==> config.mk <==
export PLATFORM = sky130hd
export DESIGN_NAME = fuse_access_top
export DESIGN_NICKNAME = d
export VERILOG_FILES = /design/src/design/fuse_access_pkg.sv /design/src/design/fuse_map_pkg.sv /design/src/design/fuse_axi_filter.sv /design/src/design/fuse_part_lock.sv /design/src/design/fuse_dai_engine.sv /design/src/design/fuse_access_top.sv
export SDC_FILE = /design/constraint.sdc
export NUM_CORES = 1
export LEC_CHECK = 0
export ABC_AREA = 1
export BUFFER_PORTS_ARGS = -buffer_cell sky130_fd_sc_hd__buf_2
export CAP_MARGIN = 25
export CORE_MARGIN = 2
export CORE_UTILIZATION = 45
export DETAILED_ROUTE_END_ITERATION = 8
export SLEW_MARGIN = 15
export SYNTH_ARGS = -nofsm -noshare
export SYNTH_HDL_FRONTEND = slang
export SYNTH_SLANG_ARGS = --single-unit
==> constraint.sdc <==
create_clock -name clk_i -period 2.66 [get_ports clk_i]
set_input_delay 0.532 -clock clk_i [delete_from_list [all_inputs] [get_ports clk_i]]
set_output_delay 0.532 -clock clk_i [all_outputs]
set_load 0.005 [all_outputs]
==> src/design/fuse_access_pkg.sv <==
// Access side types of the fuse subsystem
// Lifecycle ordering, bus identity, fuse words and completion codes
package fuse_access_pkg;

  ////////////////////////////////////////
  // Lifecycle
  ////////////////////////////////////////

  // Lifecycle states, strictly increasing
  // Numeric compare against a partition phase decides the write lock
  typedef enum logic [2:0] {
    lc_raw      = 3'd0,
    lc_test     = 3'd1,
    lc_dev      = 3'd2,
    lc_prod     = 3'd3,
    lc_prod_end = 3'd4,
    lc_rma      = 3'd5,
    lc_scrap    = 3'd6
  } lc_state_e;

  ////////////////////////////////////////
  // Bus side
  ////////////////////////////////////////

  // Initiator identity as seen on the user field of the bus
  typedef logic [3:0] bus_user_t;

  // One fuse word
  typedef logic [15:0] fuse_data_t;

  ////////////////////////////////////////
  // Completion
  ////////////////////////////////////////

  // Completion code of a direct access
  // Escalation outranks an access error
  typedef enum logic [1:0] {
    err_none      = 2'd0,
    err_access    = 2'd1,
    err_escalated = 2'd2
  } fuse_err_e;

endpackage

==> src/design/fuse_map_pkg.sv <==
// Memory map of the fuse array
// Four partitions, each closed by its digest word
package fuse_map_pkg;

  import fuse_access_pkg::*;

  ////////////////////////////////////////
  // Sizes and address types
  ////////////////////////////////////////

  // Array depth in 16 bit words
  parameter int NumWords = 64;

  // Partition count
  parameter int NumParts = 4;

  // Word address into the array
  typedef logic [5:0] fuse_addr_t;

  // Partition index
  typedef logic [1:0] part_idx_t;

  ////////////////////////////////////////
  // Partition table
  ////////////////////////////////////////

  // Last address of a partition is its digest word
  typedef struct packed {
    fuse_addr_t first_addr;
    fuse_addr_t last_addr;
    logic       secret;
    lc_state_e  lc_phase;
  } part_info_t;

  parameter part_info_t PartInfo [NumParts] = '{
    // P0 test unlock tokens
    '{first_addr: 6'd0,  last_addr: 6'd7,  secret: 1'b1, lc_phase: lc_test},
    // P1 manufacturing data
    '{first_addr: 6'd8,  last_addr: 6'd23, secret: 1'b0, lc_phase: lc_dev},
    // P2 production secrets
    '{first_addr: 6'd24, last_addr: 6'd39, secret: 1'b1, lc_phase: lc_prod},
    // P3 vendor area
    '{first_addr: 6'd40, last_addr: 6'd63, secret: 1'b0, lc_phase: lc_prod_end}
  };

  // Partition that owns an address
  // Table covers the whole array, so one entry always matches
  function automatic part_idx_t part_of(fuse_addr_t addr);
    part_idx_t idx;
    idx = '0;
    for (int i = 0; i < NumParts; i++) begin
      if (addr >= PartInfo[i].first_addr && addr <= PartInfo[i].last_addr) begin
        idx = part_idx_t'(i);
      end
    end
    return idx;
  endfunction

  // True on the digest word of the owning partition
  function automatic logic is_digest_addr(fuse_addr_t addr);
    return addr == PartInfo[part_of(addr)].last_addr;
  endfunction

endpackage

==> src/design/fuse_axi_filter.sv <==
`timescale 1ns/1ps

// Initiator filter
// A restricted initiator may not write below the filter limit
module fuse_axi_filter
  import fuse_access_pkg::*;
  import fuse_map_pkg::*;
#(
  // Writes below this word address are checked
  parameter fuse_addr_t FILTER_LIMIT    = fuse_addr_t'(24),
  // Initiator that is kept out of the low range
  parameter bus_user_t  RESTRICTED_USER = 4'h5
) (
  input  logic       clk_i,
  input  logic       reset_i,
  input  logic       cmd_valid_i,
  input  logic       cmd_write_i,
  input  fuse_addr_t cmd_addr_i,
  input  bus_user_t  cmd_user_i,
  output logic       discard_o
);

  ////////////////////////////////////////
  // Policy decode
  ////////////////////////////////////////

  logic user_hit;
  logic range_hit;
  logic discard_d;
  logic discard_q;

  // Identity match on the bus user field
  assign user_hit  = cmd_user_i == RESTRICTED_USER;

  // Low range only
  assign range_hit = cmd_addr_i < FILTER_LIMIT;

  // Reads always pass the filter
  assign discard_d = cmd_valid_i && cmd_write_i && user_hit && range_hit;

  ////////////////////////////////////////
  // Verdict register
  ////////////////////////////////////////

  // Lines up with the engine's stage 1 copy of the command
  always_ff @(posedge clk_i) begin
    if (reset_i) begin
      discard_q <= 1'b0;
    end else begin
      discard_q <= discard_d;
    end
  end

  assign discard_o = discard_q;

  // A discard only ever follows a strobed command
  assert property (@(posedge clk_i) disable iff (reset_i)
    !cmd_valid_i |=> !discard_o)
    else $error("filter discard without a command");

endmodule

==> src/design/fuse_part_lock.sv <==
`timescale 1ns/1ps

// Partition lock checker
// Write lock from lifecycle phase and digest, read lock on secret digests
module fuse_part_lock
  import fuse_access_pkg::*;
  import fuse_map_pkg::*;
(
  input  logic       clk_i,
  input  logic       reset_i,
  input  logic       cmd_valid_i,
  input  logic       cmd_write_i,
  input  fuse_addr_t cmd_addr_i,
  input  lc_state_e  lc_state_i,
  // Writes performed by the engine
  input  logic       commit_i,
  input  fuse_addr_t commit_addr_i,
  input  fuse_data_t commit_wdata_i,
  output logic       lock_viol_o
);

  ////////////////////////////////////////
  // Digest lock flags
  ////////////////////////////////////////

  logic [NumParts-1:0] digest_lock_q;
  part_idx_t           commit_part;
  logic                commit_digest;

  assign commit_part   = part_of(commit_addr_i);

  // Nonzero data landing on a digest word closes the partition
  assign commit_digest = commit_i && is_digest_addr(commit_addr_i) &&
                         (commit_wdata_i != '0);

  // Flags only ever set, reset is the sole way back
  always_ff @(posedge clk_i) begin
    if (reset_i) begin
      digest_lock_q <= '0;
    end else if (commit_digest) begin
      digest_lock_q[commit_part] <= 1'b1;
    end
  end

  ////////////////////////////////////////
  // Command check
  ////////////////////////////////////////

  part_idx_t cmd_part;
  logic      lc_expired;
  logic      write_locked;
  logic      read_locked;
  logic      lock_viol_d;
  logic      lock_viol_q;

  assign cmd_part     = part_of(cmd_addr_i);

  // Phase of this partition is over once lifecycle moves past it
  assign lc_expired   = lc_state_i > PartInfo[cmd_part].lc_phase;

  // Digest word itself is covered too
  assign write_locked = lc_expired || digest_lock_q[cmd_part];

  // Non-secret partitions stay readable after the digest
  assign read_locked  = PartInfo[cmd_part].secret && digest_lock_q[cmd_part];

  assign lock_viol_d  = cmd_valid_i && (cmd_write_i ? write_locked : read_locked);

  always_ff @(posedge clk_i) begin
    if (reset_i) begin
      lock_viol_q <= 1'b0;
    end else begin
      lock_viol_q <= lock_viol_d;
    end
  end

  assign lock_viol_o = lock_viol_q;

  // Once locked, a partition stays locked until reset
  for (genvar i = 0; i < NumParts; i++) begin : g_sticky
    assert property (@(posedge clk_i) disable iff (reset_i)
      digest_lock_q[i] |=> digest_lock_q[i])
      else $error("digest lock of partition %0d dropped", i);
  end

endmodule

==> src/design/fuse_dai_engine.sv <==
`timescale 1ns/1ps

// Direct access engine
// Holds the array, resolves both verdicts and escalation, raises interrupts
module fuse_dai_engine
  import fuse_access_pkg::*;
  import fuse_map_pkg::*;
(
  input  logic       clk_i,
  input  logic       reset_i,
  input  logic       cmd_valid_i,
  input  logic       cmd_write_i,
  input  fuse_addr_t cmd_addr_i,
  input  fuse_data_t cmd_wdata_i,
  // Registered verdicts, aligned with stage 1
  input  logic       discard_i,
  input  logic       lock_viol_i,
  input  logic       escalate_i,
  input  logic       intr_en_done_i,
  input  logic       intr_en_error_i,
  input  logic       intr_clear_i,
  output logic       done_o,
  output fuse_err_e  err_o,
  output fuse_data_t rdata_o,
  output logic       commit_o,
  output fuse_addr_t commit_addr_o,
  output fuse_data_t commit_wdata_o,
  output logic       intr_done_o,
  output logic       intr_error_o
);

  typedef enum logic {
    idle_run = 1'b0,
    terminal = 1'b1
  } dai_state_e;

  ////////////////////////////////////////
  // Escalation FSM
  ////////////////////////////////////////

  dai_state_e state_q;

  // Terminal state has no exit except reset
  always_ff @(posedge clk_i) begin
    if (reset_i) begin
      state_q <= idle_run;
    end else if (escalate_i) begin
      state_q <= terminal;
    end
  end

  ////////////////////////////////////////
  // Stage 1 command copy
  ////////////////////////////////////////

  logic       s1_valid_q;
  logic       s1_write_q;
  fuse_addr_t s1_addr_q;
  fuse_data_t s1_wdata_q;

  always_ff @(posedge clk_i) begin
    if (reset_i) begin
      s1_valid_q <= 1'b0;
    end else begin
      s1_valid_q <= cmd_valid_i;
    end
  end

  always_ff @(posedge clk_i) begin
    s1_write_q <= cmd_write_i;
    s1_addr_q  <= cmd_addr_i;
    s1_wdata_q <= cmd_wdata_i;
  end

  ////////////////////////////////////////
  // Stage 2 resolve and access
  ////////////////////////////////////////

  fuse_err_e  s1_err;
  logic       s1_ok;
  fuse_data_t mem_q [NumWords];

  // Escalation first, then either check
  always_comb begin
    if (state_q == terminal) begin
      s1_err = err_escalated;
    end else if (discard_i || lock_viol_i) begin
      s1_err = err_access;
    end else begin
      s1_err = err_none;
    end
  end

  assign s1_ok = s1_valid_q && (s1_err == err_none);

  // Fuse array, cleared on reset
  always_ff @(posedge clk_i) begin
    if (reset_i) begin
      for (int i = 0; i < NumWords; i++) begin
        mem_q[i] <= '0;
      end
    end else if (s1_ok && s1_write_q) begin
      mem_q[s1_addr_q] <= s1_wdata_q;
    end
  end

  logic       done_q;
  logic       commit_q;
  fuse_err_e  err_q;
  fuse_data_t rdata_q;
  fuse_addr_t commit_addr_q;
  fuse_data_t commit_wdata_q;

  always_ff @(posedge clk_i) begin
    if (reset_i) begin
      done_q   <= 1'b0;
      commit_q <= 1'b0;
    end else begin
      done_q   <= s1_valid_q;
      commit_q <= s1_ok && s1_write_q;
    end
  end

  // Read data only for a clean read, zero otherwise
  always_ff @(posedge clk_i) begin
    err_q          <= s1_err;
    rdata_q        <= (s1_ok && !s1_write_q) ? mem_q[s1_addr_q] : '0;
    commit_addr_q  <= s1_addr_q;
    commit_wdata_q <= s1_wdata_q;
  end

  assign done_o         = done_q;
  assign err_o          = err_q;
  assign rdata_o        = rdata_q;
  assign commit_o       = commit_q;
  assign commit_addr_o  = commit_addr_q;
  assign commit_wdata_o = commit_wdata_q;

  ////////////////////////////////////////
  // Sticky interrupts
  ////////////////////////////////////////

  logic intr_done_q;
  logic intr_error_q;

  // A new event in the clearing cycle still sets the level
  always_ff @(posedge clk_i) begin
    if (reset_i) begin
      intr_done_q  <= 1'b0;
      intr_error_q <= 1'b0;
    end else begin
      if (intr_clear_i) begin
        intr_done_q  <= 1'b0;
        intr_error_q <= 1'b0;
      end
      if (done_q && (err_q == err_none) && intr_en_done_i) begin
        intr_done_q <= 1'b1;
      end
      if (done_q && (err_q != err_none) && intr_en_error_i) begin
        intr_error_q <= 1'b1;
      end
    end
  end

  assign intr_done_o  = intr_done_q;
  assign intr_error_o = intr_error_q;

  // Escalation reaches the terminal state one cycle later
  assert property (@(posedge clk_i) disable iff (reset_i)
    escalate_i |=> state_q == terminal)
    else $error("escalation did not reach terminal state");

  // Only clean completions reach the lock checker as commits
  assert property (@(posedge clk_i) disable iff (reset_i)
    commit_o |-> (done_o && err_o == err_none))
    else $error("commit on a refused access");

endmodule

==> src/design/fuse_access_top.sv <==
`timescale 1ns/1ps

// Fuse access subsystem
// Filter and lock checker run side by side, engine merges their verdicts
module fuse_access_top
  import fuse_access_pkg::*;
  import fuse_map_pkg::*;
#(
  parameter fuse_addr_t FILTER_LIMIT    = fuse_addr_t'(24),
  parameter bus_user_t  RESTRICTED_USER = 4'h5
) (
  input  logic       clk_i,
  input  logic       reset_i,
  // Command strobe and payload
  input  logic       cmd_valid_i,
  input  logic       cmd_write_i,
  input  fuse_addr_t cmd_addr_i,
  input  bus_user_t  cmd_user_i,
  input  fuse_data_t cmd_wdata_i,
  // System state
  input  lc_state_e  lc_state_i,
  input  logic       escalate_i,
  // Interrupt control
  input  logic       intr_en_done_i,
  input  logic       intr_en_error_i,
  input  logic       intr_clear_i,
  // Completion
  output logic       done_o,
  output fuse_err_e  err_o,
  output fuse_data_t rdata_o,
  output logic       intr_done_o,
  output logic       intr_error_o
);

  ////////////////////////////////////////
  // Verdict and commit wires
  ////////////////////////////////////////

  logic       discard_q;
  logic       lock_viol_q;
  logic       commit;
  fuse_addr_t commit_addr;
  fuse_data_t commit_wdata;

  fuse_axi_filter #(
    .FILTER_LIMIT    (FILTER_LIMIT),
    .RESTRICTED_USER (RESTRICTED_USER)
  ) i_filter (
    .clk_i       (clk_i),
    .reset_i     (reset_i),
    .cmd_valid_i (cmd_valid_i),
    .cmd_write_i (cmd_write_i),
    .cmd_addr_i  (cmd_addr_i),
    .cmd_user_i  (cmd_user_i),
    .discard_o   (discard_q)
  );

  // Digest flags follow the engine's commits
  fuse_part_lock i_part_lock (
    .clk_i          (clk_i),
    .reset_i        (reset_i),
    .cmd_valid_i    (cmd_valid_i),
    .cmd_write_i    (cmd_write_i),
    .cmd_addr_i     (cmd_addr_i),
    .lc_state_i     (lc_state_i),
    .commit_i       (commit),
    .commit_addr_i  (commit_addr),
    .commit_wdata_i (commit_wdata),
    .lock_viol_o    (lock_viol_q)
  );

  fuse_dai_engine i_engine (
    .clk_i           (clk_i),
    .reset_i         (reset_i),
    .cmd_valid_i     (cmd_valid_i),
    .cmd_write_i     (cmd_write_i),
    .cmd_addr_i      (cmd_addr_i),
    .cmd_wdata_i     (cmd_wdata_i),
    .discard_i       (discard_q),
    .lock_viol_i     (lock_viol_q),
    .escalate_i      (escalate_i),
    .intr_en_done_i  (intr_en_done_i),
    .intr_en_error_i (intr_en_error_i),
    .intr_clear_i    (intr_clear_i),
    .done_o          (done_o),
    .err_o           (err_o),
    .rdata_o         (rdata_o),
    .commit_o        (commit),
    .commit_addr_o   (commit_addr),
    .commit_wdata_o  (commit_wdata),
    .intr_done_o     (intr_done_o),
    .intr_error_o    (intr_error_o)
  );

endmodule

### Word-level counts from Yosys, hierarchy flattened

Memories as Yosys holds them, arrays and structs flattened. A register that Yosys moved wholly into a read port is not among the register bits.
Cells that the tools add are included.

* logic and storage cells: 102
* output and inout port bits: 21
* RAM bits: 1024
* register bits: 59
* memories: 1
* latch bits: 0
* ROM bits: 0

* order comparisons: 19
* reduce and logical (&&, ||, !) cells: 32
* $mul: 0
* add/subtract/negate cells: 0
* mux-type cells: 30
* bitwise gates (word level): 3
* shift operators: 0
* equal/unequal tests: 2
* divide/modulo/power cells: 0

Memories
* i_engine.mem_q: words 64, bits a word 16, rd ports 1, clocked after Yosys merged registers in 1, write ports 64, line fuse_dai_engine.sv:81 `fuse_data_t mem_q [NumWords];`

Operators by type and width (number)
* $bmux 16 s2: 2
* $le 6x6->1 const B: 4
* $logic_and 1x1->1: 21
* $mux 10: 2
* $mux 16: 1
* $reduce_bool 16->1: 1
* $reduce_or 16->1: 1
* $mux 1: 15
* $ge 6x4->1 const B: 2
* $ge 6x5->1 const B: 2
* $ge 6x6->1 const B: 2
* $le 6x5->1 const B: 2
* $mux 2: 5
* $mux 4: 2
* $eq 6x6->1: 1
* $ge 3x3->1 const B: 2
* $lt 2x3->1 const B: 2
* $lt 6x5->1 const B: 1
* $mux 6: 1
* $not 2->3: 2
* $reduce_bool 2->1: 3
* $eq 4x3->1 const B: 1
* $logic_not 2->1: 2
* $or 4x4->4: 1
* 6 further kinds: 8

### Longest topological paths before layout

* word-level depth: 13
* gate-level depth with buffers: 14

### Hierarchy

A second synthesis with hierarchy kept.

* cells, all modules: 5681
* area, all modules: 50365.8 um^2

Modules (own cells, without submodules)
* fuse_dai_engine: area an instance 49865.3 um^2, cells an instance 5596, instances 1
* fuse_part_lock: area an instance 439.2 um^2, cells an instance 75, instances 1
* fuse_axi_filter: area an instance 61.3 um^2, cells an instance 10, instances 1

### Least setup slack after synthesis

Ideal clock, no wire load.

* kind: reg-to-reg
* from: reg i_engine.s1_addr_q[5]
* to: mem i_engine.mem_q[47][0] (netlist name), enable pin
* buffers on the path: 3
* setup time: 0.372 ns
* stages on the path, launching flop included: 8
* data arrival time: 2.143 ns
* period minus slack after synthesis: 2.515 ns
* setup slack: 0.145 ns
* path through: dfxtp_1 > clkbuf_1 > inv_1 > nor3_1 > buf_2 > nand2_1 > buf_2 > nand2_1

RTL lines
* from (decl): line fuse_dai_engine.sv:58 `fuse_addr_t s1_addr_q;`
* from (signal assigned): line fuse_dai_engine.sv:71 `s1_addr_q <= cmd_addr_i;`
* to (decl): line fuse_dai_engine.sv:81

==> run summary <==
Row count -> 122
Clk_lat worst skew -> 720 ps
Ys Warns -> 0
HPWL after detailed placement -> 89600 um
Cell mode on critical path -> nand2_1
Capturing point of the worst reg2reg path -> i_engine.rdata_o[13]$_SDFF_PN0_
Final setup violation count -> 0
Most frequent cell after synthesis -> nand2_1
Maximum Capacitance Violations -> 0
DP Area -> 0.0532 mm2
Synth cell count leaders -> nand2_1, nor2_1, edfxtp_1
CP Capture Type -> register
Hold slack -> 55.0 ps
First-pass GRT wire length -> 220000 um
Pre-CTS WS -> 328 ps
Final Max Slew Viols -> 0
Hold_buf cts -> 24
Starting Density -> 45.3%
Top cells by area, synth -> edfxtp_1, nand2_1, nor2_1, dfxtp_1, clkbuf_1
Worst Setup SP -> i_engine.s1_addr_q[0]$_DFF_P_
Crit path cell chain -> inv_8 -> buf_12 -> buf_4 -> nand2_1 -> nand2_1 -> nand2_1 -> nand2_1 -> nand2_1 -> nand2_1 -> nand2_1 -> nand2_1 -> nor2_1 -> a21oi_1
Max IR drop VDD -> 0.551 mV
Die area -> 0.114 mm2
Final Skew -> 31.9 ps
Routed WL per cell -> 19.9 um
Yosys cell types -> 25
RSZ-0062 raised after global routing -> false
Setup WS post-layout -> 255 ps
Critical R2R Launch -> i_engine.s1_addr_q[0]$_DFF_P_
Syn Area/Cell -> 8.77 um2
Post-synth EDFFs -> 1024
Initial antenna violation count -> 4
Fmax -> 0.416 GHz
Family with the most delay on the worst path -> buffers and inverters
CP bufs+invs -> 3
Switching Fraction -> 23.9%
Total area of sequential cells -> 0.0323 mm2
Worst EP arrival -> 3030 ps
Post-synthesis net count -> 5743
CP Depth -> 13
Synth Register Bits -> 1099
Vias/cell -> 5.15
Critical Path Start Type -> register
CP peak stage delay -> 420 ps
Power share of the sequential group -> 50.7%
Vias in the first global route -> 35900
Share of layout cells above drive strength 1 -> 9.83%
Power Density -> 678 mW/mm2
Required @ worst endpoint -> 3290 ps
Critical path endpoint -> i_engine.rdata_o[13]$_SDFF_PN0_
CTS tree -> done
Hold crit path type -> input pin to register
Tcrit/Tclk final -> 90.4%
Simple-gate share of the synthesized area -> 31.7%
Max FO, Critical Path -> 42
Complex-gate fraction of the synthesized area -> 0.350%
CTS H-tree lvls -> 3
Worst slew pin tran -> 939 ps
Number of DRC markers in iteration 0 -> 4042
Drc violations -> 0
1st-pass router iterations -> 6
Net load switching power -> 9.27 mW
IO Count -> 58
Grt total ovfl -> 0
CTS Buffer Depth -> 3
Die X -> 337 um
Core Area -> 0.110 mm2
Clk sinks -> 1099
Multi-input gate area -> 0.0161 mm2
Reg clk slew, reported paths -> 60 ps
Die Span Y -> 337 um
Fin area -> 0.0572 mm2
Fin crit period -> 2400 ps
Post-cts resize count -> 0
Post-synth ARST share -> 0%
XOR/XNOR Fraction of Synth Area -> 0%
Slowest cell on the critical path -> dfxtp_4
Worst Reg2Reg Path Length in Cells -> 13
Synth Area in Adders -> 0.0751%
Number of port buffers -> 57
Clk pwr share -> 41.4%
Cells after synthesis -> 5703
Fillers -> 10200
Routed vias -> 37900
Area grow syn2layout -> 14.4%
Post-synthesis mux area share -> 0%
CTS Root Cell -> clkbuf_16
Num CTS Buffers -> 115
Leakage -> 25.8 nW
Pin count of the biggest net entering global routing -> 119
Cell taking the most area after synthesis -> edfxtp_1
Final GP Congestion -> 0.866
Crit Path Class -> register to register
Final WL -> 146000 um
Worst reg2reg setup slack -> 260 ps
Post-Syn Area -> 0.0500 mm2
GRT Total Usage -> 25.8%
Sequential area share after synthesis -> 64.5%
Pint -> 29.5 mW
Main combinational cell family by area after synthesis -> simple AND/OR/NAND/NOR gates
Gate power share -> 7.9%
Post-CTS Setup Bufs -> 0
Outcome -> finished, final reports clean
Ys flop type -> edfxtp_1
# nets final -> 5811
Setup TNS -> 0 ps
Final ANT Viol Nets -> 0
Diodes inserted -> 0
Top cell type's share of synthesized area -> 61.5%
Slew headroom -> 37.4%
Final hold violation count -> 0
-- worst min-delay path by stage --
stage                                               start  slack, ps  cells past startpoint                                  end
after global routing                          cmd_valid_i         60                      3       i_engine.s1_valid_q$_SDFF_PP0_
after CTS                                     cmd_valid_i         20                      3       i_engine.s1_valid_q$_SDFF_PP0_
after global placement    i_engine.s1_wdata_q[11]$_DFF_P_        360                      0  i_engine.commit_wdata_o[11]$_DFF_P_
final                                         cmd_valid_i         60                      3       i_engine.s1_valid_q$_SDFF_PP0_
after detailed placement   i_engine.s1_wdata_q[8]$_DFF_P_        360                      0   i_engine.commit_wdata_o[8]$_DFF_P_
after floorplan             i_engine.s1_addr_q[0]$_DFF_P_        330                      0    i_engine.commit_addr_o[0]$_DFF_P_
-- power groups by stage --
stage	clock (mW)	combinational [mW]	sequential, mW
2_1_floorplan	0	1.77	20.0
3_3_place_gp	0	2.99	20.0
3_5_place_dp	0	3.01	20.0
4_1_cts	16.3	3.05	19.7
5_1_grt	16.9	3.34	19.7
6_report	16.1	3.06	19.7
-- registers in the layout, summed over array words and instances, names as in the netlist, 2 cells and up --
signal                     count
i_engine.mem_q              1024
i_engine.commit_wdata_o       16
i_engine.rdata_o              16
i_engine.s1_wdata_q           16
i_engine.commit_addr_o         6
i_engine.s1_addr_q             6
i_part_lock.digest_lock_q      4
i_engine.err_o                 2
-- tightest hold or removal path: cells and delay by family --
| kind | cells | cell delay (ps) |
|---|---|---|
| buffers and inverters | 2 | 130 |
| and+or+nand+nor | 1 | 50 |
-- cell usage in the layout, fill, tap and decap left out, types with 3 or more instances in the layout --
master	n
nand2_1	2975
nor2_1	1080
edfxtp_1	1024
buf_4	217
clkbuf_16	124
dfxtp_1	72
buf_2	57
nand2_2	46
clkinv_2	44
buf_12	41
clkbuf_1	29
a21oi_1	26
dlygate4sd3_1	24
inv_1	21
clkinv_1	15
nor4_4	8
nand3_1	7
nor3_2	7
clkbuf_8	7
o21ai_0	6
nor3_1	6
bufinv_16	6
inv_4	4
nand4_1	3
ha_1	3
clkinvlp_4	3
dfxtp_4	3
-- per-stage QoR --
stage | power, mW | instances | util, %
2_1_floorplan | 21.7 | 5703 | -
3_3_place_gp | 23.0 | 7118 | 48.2
3_5_place_dp | 23.0 | 7118 | 48.2
4_1_cts | 39.0 | 7360 | 51.8
5_1_grt | 40.0 | 7360 | 51.8
6_report | 38.8 | 7360 | 51.8
-- metal layers --
layer,track usage (%),routed length [um]
met1,36.9,63300
met2,40.3,66400
met3,3.26,11400
met4,9.33,5140
met5,0,12
-- logic make-up after synthesis --
| kind of cell | count (synthesis) |
|---|---|
| and+or+nand+nor | 4137 |
| DFF | 1099 |
| buffers and inverters | 430 |
| AOI/OAI and AO/OA | 34 |
| adders and majority gates | 3 |
-- cell type report --
type	instances	area share, %
clock inverter	58	0.834
tap	1488	3.26
timing repair buffer	339	5.20
multi-input combinational	4174	28.2
sequential	1099	56.4
clock buffer	160	5.78
inverter	42	0.348
Power figures use the tool's default switching activity.
